**src/include/fma_settings.svh**
```systemverilog
`ifndef FMA_SETTINGS_SVH
`define FMA_SETTINGS_SVH

// binary32 field widths
`define FMA_EXP_BITS 8
`define FMA_MAN_BITS 23

// bias of the stored exponent
`define FMA_EXP_BIAS 127

// aligned product plus addend datapath
// 48 product bits below, 28 bits of room for a larger addend above
`define FMA_SUM_BITS 76

// clock edges from operand sample to result
`define FMA_LATENCY 5

// quiet nan returned for every invalid case
`define FMA_QNAN 32'h7fc0_0000

`endif

```
**src/hdl/fp_format_pkg.sv**
```systemverilog
`include "fma_settings.svh"

package fp_format_pkg;

  // one binary32 word split into its fields
  // sign in bit 31, biased exponent next, stored fraction at the bottom
  typedef struct packed {
    logic                     sign;
    logic [`FMA_EXP_BITS-1:0] exp;
    logic [`FMA_MAN_BITS-1:0] frac;
  } fp32_t;

  // operand class after decode
  // exponent all zero -> zero (subnormals included)
  // exponent all ones -> infinity or nan by the fraction
  // anything else -> normal, hidden bit set
  typedef enum logic [1:0] {
    fp_zero,
    fp_normal,
    fp_inf,
    fp_nan
  } fp_class_e;

endpackage

```
**src/hdl/fma_stage_pkg.sv**
```systemverilog
`include "fma_settings.svh"

package fma_stage_pkg;

  // signed exponent with room for overflow and underflow
  typedef logic signed [`FMA_EXP_BITS+1:0] sexp_t;

  // what the adder really does after the signs are folded in
  typedef enum logic {
    op_add,
    op_sub
  } eff_op_e;

  // result already known at stage 1, rides along untouched
  typedef struct packed {
    logic                                     is_special;
    logic [`FMA_EXP_BITS+`FMA_MAN_BITS:0]     value;
  } special_s;

  // stage 1 -> stage 2
  // prod_exp is the weight of product bit 46 in the frame
  typedef struct packed {
    logic [`FMA_MAN_BITS:0]   sig_a;
    logic [`FMA_MAN_BITS:0]   sig_b;
    logic [`FMA_MAN_BITS:0]   sig_c;
    logic                     prod_sign;
    logic                     addend_sign;
    sexp_t                    prod_exp;
    logic [`FMA_EXP_BITS-1:0] align_shift;
    // shift direction, left when set
    logic                     addend_larger;
    special_s                 special;
  } s1_s;

  // stage 2 -> stage 3
  // ref_exp is the weight of the frame msb
  typedef struct packed {
    logic [2*`FMA_MAN_BITS+1:0] product;
    logic [`FMA_SUM_BITS-1:0]   addend;
    logic                       sticky;
    eff_op_e                    eff_op;
    sexp_t                      ref_exp;
    logic                       prod_sign;
    special_s                   special;
  } s2_s;

  // stage 3 -> stage 4
  typedef struct packed {
    logic [`FMA_SUM_BITS-1:0] mag;
    logic                     sign;
    sexp_t                    ref_exp;
    logic                     sticky;
    special_s                 special;
  } s3_s;

  // stage 4 -> stage 5
  // sig holds 24 bits then guard, round, sticky
  typedef struct packed {
    logic [`FMA_MAN_BITS+3:0] sig;
    sexp_t                    exp;
    logic                     sign;
    logic                     zero;
    special_s                 special;
  } s4_s;

endpackage

```
**src/hdl/fma_unpack_align.sv**
```systemverilog
`include "fma_settings.svh"

module fma_unpack_align (
  input  logic                 clk,
  input  logic                 reset,
  input  fp_format_pkg::fp32_t a,
  input  fp_format_pkg::fp32_t b,
  input  fp_format_pkg::fp32_t c,
  output fma_stage_pkg::s1_s   s1
);
  import fp_format_pkg::*;
  import fma_stage_pkg::*;

  fp_class_e cls_a;
  fp_class_e cls_b;
  fp_class_e cls_c;
  logic      prod_sign;
  logic      prod_inf;
  logic      prod_zero;
  logic      any_nan;
  sexp_t     prod_exp;
  sexp_t     exp_dist;
  sexp_t     shift_full;
  s1_s       s1_next;

  // subnormals fall in with zero
  function automatic fp_class_e classify(input fp32_t x);
    if (x.exp == '0) begin
      return fp_zero;
    end
    if (x.exp == '1) begin
      return (x.frac == '0) ? fp_inf : fp_nan;
    end
    return fp_normal;
  endfunction

  // hidden bit back in front, zero for anything not normal
  function automatic logic [`FMA_MAN_BITS:0] significand(input fp32_t x, input fp_class_e cls);
    return (cls == fp_normal) ? {1'b1, x.frac} : '0;
  endfunction

  always_comb begin
    cls_a = classify(a);
    cls_b = classify(b);
    cls_c = classify(c);
    prod_sign = a.sign ^ b.sign;
    prod_inf  = (cls_a == fp_inf) || (cls_b == fp_inf);
    prod_zero = (cls_a == fp_zero) || (cls_b == fp_zero);
    any_nan   = (cls_a == fp_nan) || (cls_b == fp_nan) || (cls_c == fp_nan);

    // biased product exponent, only meaningful for two normals
    prod_exp = sexp_t'(a.exp) + sexp_t'(b.exp) - sexp_t'(`FMA_EXP_BIAS);
    // positive when c sits above the product
    exp_dist = sexp_t'(c.exp) - prod_exp;

    s1_next             = '0;
    s1_next.sig_a       = significand(a, cls_a);
    s1_next.sig_b       = significand(b, cls_b);
    s1_next.sig_c       = significand(c, cls_c);
    s1_next.prod_sign   = prod_sign;
    s1_next.addend_sign = c.sign;
    s1_next.prod_exp    = prod_exp;
    shift_full          = '0;

    if ((cls_c == fp_normal) && (exp_dist > 0)) begin
      s1_next.addend_larger = 1'b1;
      if (exp_dist > sexp_t'(`FMA_SUM_BITS - 2 * (`FMA_MAN_BITS + 1))) begin
        shift_full = sexp_t'(`FMA_SUM_BITS - 2 * (`FMA_MAN_BITS + 1));
        // far addend, product moved up just under its round bits
        // where it only counts as sticky
        s1_next.prod_exp = sexp_t'(c.exp) - shift_full;
      end else begin
        shift_full = exp_dist;
      end
    end else if (cls_c == fp_normal) begin
      // past the frame width everything lands in sticky anyway
      shift_full = (exp_dist < -sexp_t'(`FMA_SUM_BITS)) ? sexp_t'(`FMA_SUM_BITS) : -exp_dist;
    end
    s1_next.align_shift = shift_full[`FMA_EXP_BITS-1:0];

    // every special result is settled here
    if (any_nan || (prod_inf && prod_zero) ||
        (prod_inf && (cls_c == fp_inf) && (prod_sign != c.sign))) begin
      s1_next.special.is_special = 1'b1;
      s1_next.special.value      = `FMA_QNAN;
    end else if (prod_inf) begin
      s1_next.special.is_special = 1'b1;
      s1_next.special.value = {prod_sign, {`FMA_EXP_BITS{1'b1}}, {`FMA_MAN_BITS{1'b0}}};
    end else if (cls_c == fp_inf) begin
      s1_next.special.is_special = 1'b1;
      s1_next.special.value = {c.sign, {`FMA_EXP_BITS{1'b1}}, {`FMA_MAN_BITS{1'b0}}};
    end else if (prod_zero) begin
      // zero product returns c, two zeros give -0 only if both negative
      s1_next.special.is_special = 1'b1;
      s1_next.special.value = (cls_c == fp_zero) ?
        {prod_sign & c.sign, {(`FMA_EXP_BITS + `FMA_MAN_BITS){1'b0}}} : c;
    end
  end

  always_ff @(posedge clk) begin
    if (reset) begin
      s1 <= '0;
    end else begin
      s1 <= s1_next;
    end
  end

endmodule

```
**src/hdl/fma_multiply.sv**
```systemverilog
`include "fma_settings.svh"

module fma_multiply (
  input  logic               clk,
  input  logic               reset,
  input  fma_stage_pkg::s1_s s1,
  output fma_stage_pkg::s2_s s2
);
  import fma_stage_pkg::*;

  logic [`FMA_SUM_BITS-1:0]   addend_base;
  logic [2*`FMA_SUM_BITS-1:0] addend_wide;
  s2_s                        s2_next;

  always_comb begin
    // c unit bit lined up with product bit 46
    addend_base = {{(`FMA_SUM_BITS - `FMA_MAN_BITS - 1){1'b0}}, s1.sig_c} << `FMA_MAN_BITS;
    // low half catches whatever a right shift pushes out
    addend_wide = {addend_base, {`FMA_SUM_BITS{1'b0}}} >> s1.align_shift;

    s2_next = '0;
    // full 24x24 significand product
    s2_next.product = s1.sig_a * s1.sig_b;

    if (s1.addend_larger) begin
      // left shift is clamped in stage 1, nothing falls off the top
      s2_next.addend = addend_base << s1.align_shift;
      s2_next.sticky = 1'b0;
    end else begin
      s2_next.addend = addend_wide[2*`FMA_SUM_BITS-1:`FMA_SUM_BITS];
      s2_next.sticky = |addend_wide[`FMA_SUM_BITS-1:0];
    end

    // different signs turn the add into a subtract
    s2_next.eff_op = (s1.prod_sign ^ s1.addend_sign) ? op_sub : op_add;

    // product bit 46 carries prod_exp, frame msb is 29 places up
    // covers the larger operand in both directions
    s2_next.ref_exp =
      sexp_t'(s1.prod_exp + sexp_t'(`FMA_SUM_BITS - 2 * `FMA_MAN_BITS - 1));
    s2_next.prod_sign = s1.prod_sign;
    s2_next.special   = s1.special;
  end

  always_ff @(posedge clk) begin
    if (reset) begin
      s2 <= '0;
    end else begin
      s2 <= s2_next;
    end
  end

endmodule

```
**src/hdl/fma_add.sv**
```systemverilog
`include "fma_settings.svh"

module fma_add (
  input  logic               clk,
  input  logic               reset,
  input  fma_stage_pkg::s2_s s2,
  output fma_stage_pkg::s3_s s3
);
  import fma_stage_pkg::*;

  logic [`FMA_SUM_BITS-1:0] prod_ext;
  // one extra bit on top holds the borrow
  logic [`FMA_SUM_BITS:0]   raw;
  logic [`FMA_SUM_BITS:0]   raw_neg;
  logic                     negative;
  s3_s                      s3_next;

  always_comb begin
    prod_ext = {{(`FMA_SUM_BITS - 2 * `FMA_MAN_BITS - 2){1'b0}}, s2.product};

    if (s2.eff_op == op_add) begin
      raw = {1'b0, prod_ext} + {1'b0, s2.addend};
    end else begin
      // addend bits lost to sticky make it a little larger
      // so one more is borrowed
      raw = {1'b0, prod_ext} - {1'b0, s2.addend} - {{`FMA_SUM_BITS{1'b0}}, s2.sticky};
    end

    // addend above the product leaves a negative difference
    negative = (s2.eff_op == op_sub) && raw[`FMA_SUM_BITS];
    raw_neg  = -raw;

    s3_next     = '0;
    s3_next.mag = negative ? raw_neg[`FMA_SUM_BITS-1:0] : raw[`FMA_SUM_BITS-1:0];
    // result takes the sign of the larger magnitude
    s3_next.sign = negative ? ~s2.prod_sign : s2.prod_sign;

    // exact cancellation is +0 under nearest even
    if ((s3_next.mag == '0) && !s2.sticky) begin
      s3_next.sign = 1'b0;
    end

    s3_next.ref_exp = s2.ref_exp;
    s3_next.sticky  = s2.sticky;
    s3_next.special = s2.special;
  end

  always_ff @(posedge clk) begin
    if (reset) begin
      s3 <= '0;
    end else begin
      s3 <= s3_next;
    end
  end

endmodule

```
**src/hdl/fma_normalize.sv**
```systemverilog
`include "fma_settings.svh"

module fma_normalize (
  input  logic               clk,
  input  logic               reset,
  input  fma_stage_pkg::s3_s s3,
  output fma_stage_pkg::s4_s s4
);
  import fma_stage_pkg::*;

  sexp_t                    lead_zeros;
  logic [`FMA_SUM_BITS-1:0] norm;
  logic                     low_sticky;
  s4_s                      s4_next;

  // zeros above the leading one, full width when the sum is zero
  function automatic sexp_t count_zeros(input logic [`FMA_SUM_BITS-1:0] v);
    sexp_t n;
    logic  found;
    n     = '0;
    found = 1'b0;
    for (int i = `FMA_SUM_BITS - 1; i >= 0; i--) begin
      if (!found) begin
        if (v[i]) begin
          found = 1'b1;
        end else begin
          n = n + sexp_t'(1);
        end
      end
    end
    return n;
  endfunction

  always_comb begin
    lead_zeros = count_zeros(s3.mag);
    // leading one moved up to the frame msb
    norm = s3.mag << lead_zeros;

    // everything under the round bit only matters as sticky
    low_sticky = |norm[`FMA_SUM_BITS-`FMA_MAN_BITS-4:0];

    s4_next = '0;
    // 24 kept bits, guard, round, sticky
    s4_next.sig = {norm[`FMA_SUM_BITS-1 -: `FMA_MAN_BITS+1],
                   norm[`FMA_SUM_BITS-`FMA_MAN_BITS-2],
                   norm[`FMA_SUM_BITS-`FMA_MAN_BITS-3],
                   low_sticky | s3.sticky};

    // ref_exp is the weight of the frame msb
    // each zero skipped drops the exponent by one
    s4_next.exp = s3.ref_exp - lead_zeros;

    s4_next.sign    = s3.sign;
    s4_next.zero    = (s3.mag == '0);
    s4_next.special = s3.special;
  end

  always_ff @(posedge clk) begin
    if (reset) begin
      s4 <= '0;
    end else begin
      s4 <= s4_next;
    end
  end

endmodule

```
**src/hdl/fma_round_pack.sv**
```systemverilog
`include "fma_settings.svh"

module fma_round_pack (
  input  logic                 clk,
  input  logic                 reset,
  input  fma_stage_pkg::s4_s   s4,
  output fp_format_pkg::fp32_t result
);
  import fp_format_pkg::*;
  import fma_stage_pkg::*;

  logic [`FMA_MAN_BITS:0]   sig;
  logic                     guard;
  logic                     round_bit;
  logic                     sticky;
  logic                     round_up;
  logic [`FMA_MAN_BITS+1:0] rounded;
  logic [`FMA_MAN_BITS-1:0] frac;
  sexp_t                    exp_adj;
  fp32_t                    result_next;

  always_comb begin
    {sig, guard, round_bit, sticky} = s4.sig;

    // nearest even, ties go to the even lsb
    round_up = guard & (round_bit | sticky | sig[0]);
    rounded  = {1'b0, sig} + {{(`FMA_MAN_BITS + 1){1'b0}}, round_up};

    // carry out of the significand bumps the exponent
    if (rounded[`FMA_MAN_BITS+1]) begin
      exp_adj = s4.exp + sexp_t'(1);
      frac    = rounded[`FMA_MAN_BITS:1];
    end else begin
      exp_adj = s4.exp;
      frac    = rounded[`FMA_MAN_BITS-1:0];
    end

    if (s4.special.is_special) begin
      result_next = s4.special.value;
    end else if (s4.zero) begin
      result_next = '0;
    end else if (exp_adj > sexp_t'(2 * `FMA_EXP_BIAS)) begin
      // past the largest finite value
      result_next.sign = s4.sign;
      result_next.exp  = '1;
      result_next.frac = '0;
    end else if (exp_adj < sexp_t'(1)) begin
      // below the smallest normal, flushed to signed zero
      result_next.sign = s4.sign;
      result_next.exp  = '0;
      result_next.frac = '0;
    end else begin
      result_next.sign = s4.sign;
      result_next.exp  = exp_adj[`FMA_EXP_BITS-1:0];
      result_next.frac = frac;
    end
  end

  always_ff @(posedge clk) begin
    if (reset) begin
      result <= '0;
    end else begin
      result <= result_next;
    end
  end

endmodule

```
**src/hdl/fma_pipelined.sv**
```systemverilog
module fma_pipelined (
  input  logic                 clk,
  input  logic                 reset,
  input  fp_format_pkg::fp32_t a,
  input  fp_format_pkg::fp32_t b,
  input  fp_format_pkg::fp32_t c,
  output fp_format_pkg::fp32_t result
);
  import fma_stage_pkg::*;

  // stage records, each one a register in its producer
  s1_s s1;
  s2_s s2;
  s3_s s3;
  s4_s s4;

  // unpack, classify, exponent compare
  fma_unpack_align u_unpack_align (
    .clk   (clk),
    .reset (reset),
    .a     (a),
    .b     (b),
    .c     (c),
    .s1    (s1)
  );

  // 24x24 multiply and addend alignment
  fma_multiply u_multiply (.clk(clk), .reset(reset), .s1(s1), .s2(s2));

  // wide add or subtract
  fma_add u_add (.clk(clk), .reset(reset), .s2(s2), .s3(s3));

  // leading zero count and shift
  fma_normalize u_normalize (.clk(clk), .reset(reset), .s3(s3), .s4(s4));

  // round, range check, pack
  fma_round_pack u_round_pack (.clk(clk), .reset(reset), .s4(s4), .result(result));

endmodule

```
**config.mk**
```make
export PLATFORM = sky130hd
export DESIGN_NAME = fma_pipelined
export DESIGN_NICKNAME = d
export VERILOG_FILES = /design/src/hdl/fp_format_pkg.sv /design/src/hdl/fma_stage_pkg.sv /design/src/hdl/fma_unpack_align.sv /design/src/hdl/fma_multiply.sv /design/src/hdl/fma_add.sv /design/src/hdl/fma_normalize.sv /design/src/hdl/fma_round_pack.sv /design/src/hdl/fma_pipelined.sv
export VERILOG_INCLUDE_DIRS = /design/src /design/src/include
export SDC_FILE = /design/constraint.sdc
export NUM_CORES = 2
export LEC_CHECK = 0
export ABC_AREA = 1
export BUFFER_PORTS_ARGS = -buffer_cell sky130_fd_sc_hd__buf_2
export CAP_MARGIN = 20
export CORE_MARGIN = 2
export CORE_UTILIZATION = 60
export CTS_CLUSTER_SIZE = 28
export DETAILED_ROUTE_END_ITERATION = 8
export PLACE_DENSITY = 0.77
export SYNTH_ARGS = -nofsm -noshare
export SYNTH_HDL_FRONTEND = slang
export SYNTH_SLANG_ARGS = --single-unit
```
**constraint.sdc**
```tcl
create_clock -name clk -period 53.1 [get_ports clk]
set_clock_uncertainty 0.05 [all_clocks]
set_input_delay 10.62 -clock clk [delete_from_list [all_inputs] [get_ports clk]]
set_output_delay 10.62 -clock clk [all_outputs]
set_load 0.1 [all_outputs]
```
==> metrics.txt <==
status=completed; row count=about 130; port buffer count=129; Core Area=~0.12 mm2; library cells used by synthesis=90; DRT met1 WL=between 90 and 100 mm; Area Growth Syn to Fin=4.69%; crit path kind=reg -> reg; Top FF cell, synth=dfxtp_1; routed length on met3=around 16 mm; Die Span Y=~350 um; initial antenna violation count=5; Post-synth EDFFs=0; RSZ-0062 raised after global routing=false; vias post-DR=roughly 70k; 1st-pass router iterations=8; period utilisation layout=66.1%; slowest stage cell on the critical path=buf_4; H-tree levels=2; CTS Hold Bufs=0; Num CTS Buffers=58; Final Slew Violations=0; CTS tree=yes; relative slew slack=roughly a quarter; CP max stage delay=around 0.61 ns; final WL=207 mm; Hold Path Class=reg -> reg; clock latency on the worst-skew pair=about 0.71 ns; Die Wd=between 300 and 400 um; CP arrival=approximately 36 ns; Synth Area per Inst=a little over 6 um2; WP data required=~54 ns; CP Capture Type=flop; cells after synthesis=about 11k; Max Clk Rate=between 20 and 30 MHz; # IOs=130; clock root buffer=clkbuf_16; min cycle time layout=between 30 and 40 ns; PostCTS Resize Cnt=0; Post-CTS Setup Repair Bufs=0; fin nets=~12k; Initial Util=between 60 and 70%; Syn. warnings=0; Clock Path Buffers=3; CP startpoint kind=flop; Fillers=roughly 11k; post-detail-place hpwl=around 170 mm; met2 wire length=~91 mm; Final Hold Fails=0; GPL Wtd Cong=1.04; Top Layer Used=met5; Setup TNS=0 ns; endpoints failing setup=0; CTS Sinks=roughly 520; Iter 0 DRT Violations=roughly 6.3k; DIE AREA=around 0.12 mm2; GR Overflow Total=0; Clock transition at path regs=roughly 0.06 ns; Total Routing Usage GR=between 30% and 40%; cell area after synthesis=between 0.07 and 0.08 mm2; Post-synth ARST share=0%; vias in the first global route=approximately 65k; Routed wire per std cell=between 15 and 20 um; DRC errors left=0; Post-Syn Nets=about 12k; share of post-route cells with drive strength above 1=roughly 6.3%; Seq/Total Area, Yosys=14.9%; Crit Path Max Fanout=77; max cap viols=0; global-route wire length before repair=332 mm; most frequent CP cell=nand2_1; Synth Register Bits=521; Via density=roughly 5.5; remaining antenna violation count=0; largest net degree at the start of global routing=96; Slew @ Worst Pin=~1.1 ns
## per-stage QoR
step / cells / cell area [um2] / hold WS [ns] / worst slack (ns) / util [%]
2_1_floorplan: 11200 / 70000 / 0.338 / 21.78 / -
3_3_place_gp: 12600 / 71300 / 0.339 / 18.89 / 61.4
3_5_place_dp: 12600 / 71300 / 0.342 / 18.32 / 61.4
4_1_cts: 12800 / 73200 / 0.346 / 18.22 / 63.1
5_1_grt: 12800 / 73300 / 0.362 / 14.28 / 63.2
6_report: 12800 / 73300 / 0.349 / 18.02 / 63.2
## Yosys cell counts (40+ instances only)
| master | n | share of area [%] |
|---|---|---|
| nor2_1 | 1097 | 5.9 |
| xor2_1 | 166 | 2.1 |
| or2_2 | 45 | 0.40 |
| dfxtp_1 | 521 | 15 |
| nand2_1 | 3347 | 18 |
| nor4_1 | 54 | 0.48 |
| a21oi_1 | 465 | 3.3 |
| fa_1 | 488 | 14 |
| clkbuf_8 | 52 | 1.0 |
| nor3_1 | 64 | 0.46 |
| nand3_1 | 610 | 4.4 |
| nand2_2 | 98 | 0.88 |
| o21ai_0 | 498 | 3.6 |
| o21ai_1 | 40 | 0.29 |
| a31oi_1 | 49 | 0.44 |
| inv_1 | 2137 | 11 |
| nor2_2 | 47 | 0.42 |
| nand4_1 | 175 | 1.6 |
| inv_2 | 56 | 0.30 |
| ha_1 | 475 | 8.5 |
| clkbuf_1 | 226 | 1.2 |
## final timing paths
kind | start | end | slack, ns | cells past startpoint
max | u_add.s3[119]$_SDFF_PP0_ | u_normalize.s4[44]$_SDFF_PP0_ | 18.02 | 241
min reg2reg | u_multiply.s2[28]$_SDFF_PP0_ | u_add.s3[28]$_SDFF_PP0_ | 0.35 | 2
max reg2reg | u_add.s3[119]$_SDFF_PP0_ | u_normalize.s4[44]$_SDFF_PP0_ | 18.02 | 241
min | u_multiply.s2[28]$_SDFF_PP0_ | u_add.s3[28]$_SDFF_PP0_ | 0.35 | 2
## state kept, by name (all words and copies together), names as in the netlist
name and cells:
u_unpack_align.s1 126, u_multiply.s2 170, u_normalize.s4 72, u_round_pack.result 32, u_add.s3 121
## cells by family after synthesis
group           count (synthesis)  synth area share (%)
fa+ha+maj                     963                  22.4
mux                            11                 0.157
xor+xnor                      201                  2.51
simple gates                 5693                  34.8
flops                         521                  14.9
compound gates               1290                  10.3
buf+inv                      2566                  14.9
## critical path, delay by kind of cell, from the launching register on
kind	cells	cell delay (ns)
compound gates	43	6.93
buf+inv	31	2.86
simple gates	119	12.01
flops	1	0.38
fa+ha+maj	42	11.86
xor+xnor	6	0.84
## metal layers
| layer | vias to the layer above | track usage [%] |
|---|---|---|
| li1 | 34600 | - |
| met1 | 32200 | 47.4 |
| met2 | 2416 | 54.2 |
| met3 | 348 | 4.76 |
| met4 | 2 | 10.9 |
| met5 | - | 0 |
## layout make-up
class                           instances  area, um2  area share [%]
Clock buffer                           71       1550            2.11
Clock inverter                         36        417           0.568
Timing Repair Buffer                  211       1330            1.81
Antenna cell                            1       2.50         0.00341
Sequential cell                       521      10400            14.2
Multi-Input combinational cell       8158      49200            67.1
Inverter                             2234       8480            11.6
Tap cell                             1524       1910            2.60
## cells in the final DEF (no fill, tap or decap), drive strengths merged, types with 7 or more instances in the layout
cell and n:
nand2 3465, inv 2223, nor2 1182, nand3 639, o21ai 551, dfxtp 521, fa 488, ha 475
a21oi 467, buf 210, nand4 176, xor2 166, clkbuf 72, nor3 66, nor4 55, or2 50
a31oi 49, nand3b 46, clkinv 38, o22ai 37, xnor2 35, o211ai 32, a32oi 23, o21a 21
o31ai 16, o221ai 14, mux2i 11, o21bai 9, o32ai 9, a211oi 7, a22oi 7
Power is left out: the tool's default activity adds up to more than one toggle a clock period on the data nets, which glitch-free logic cannot reach.
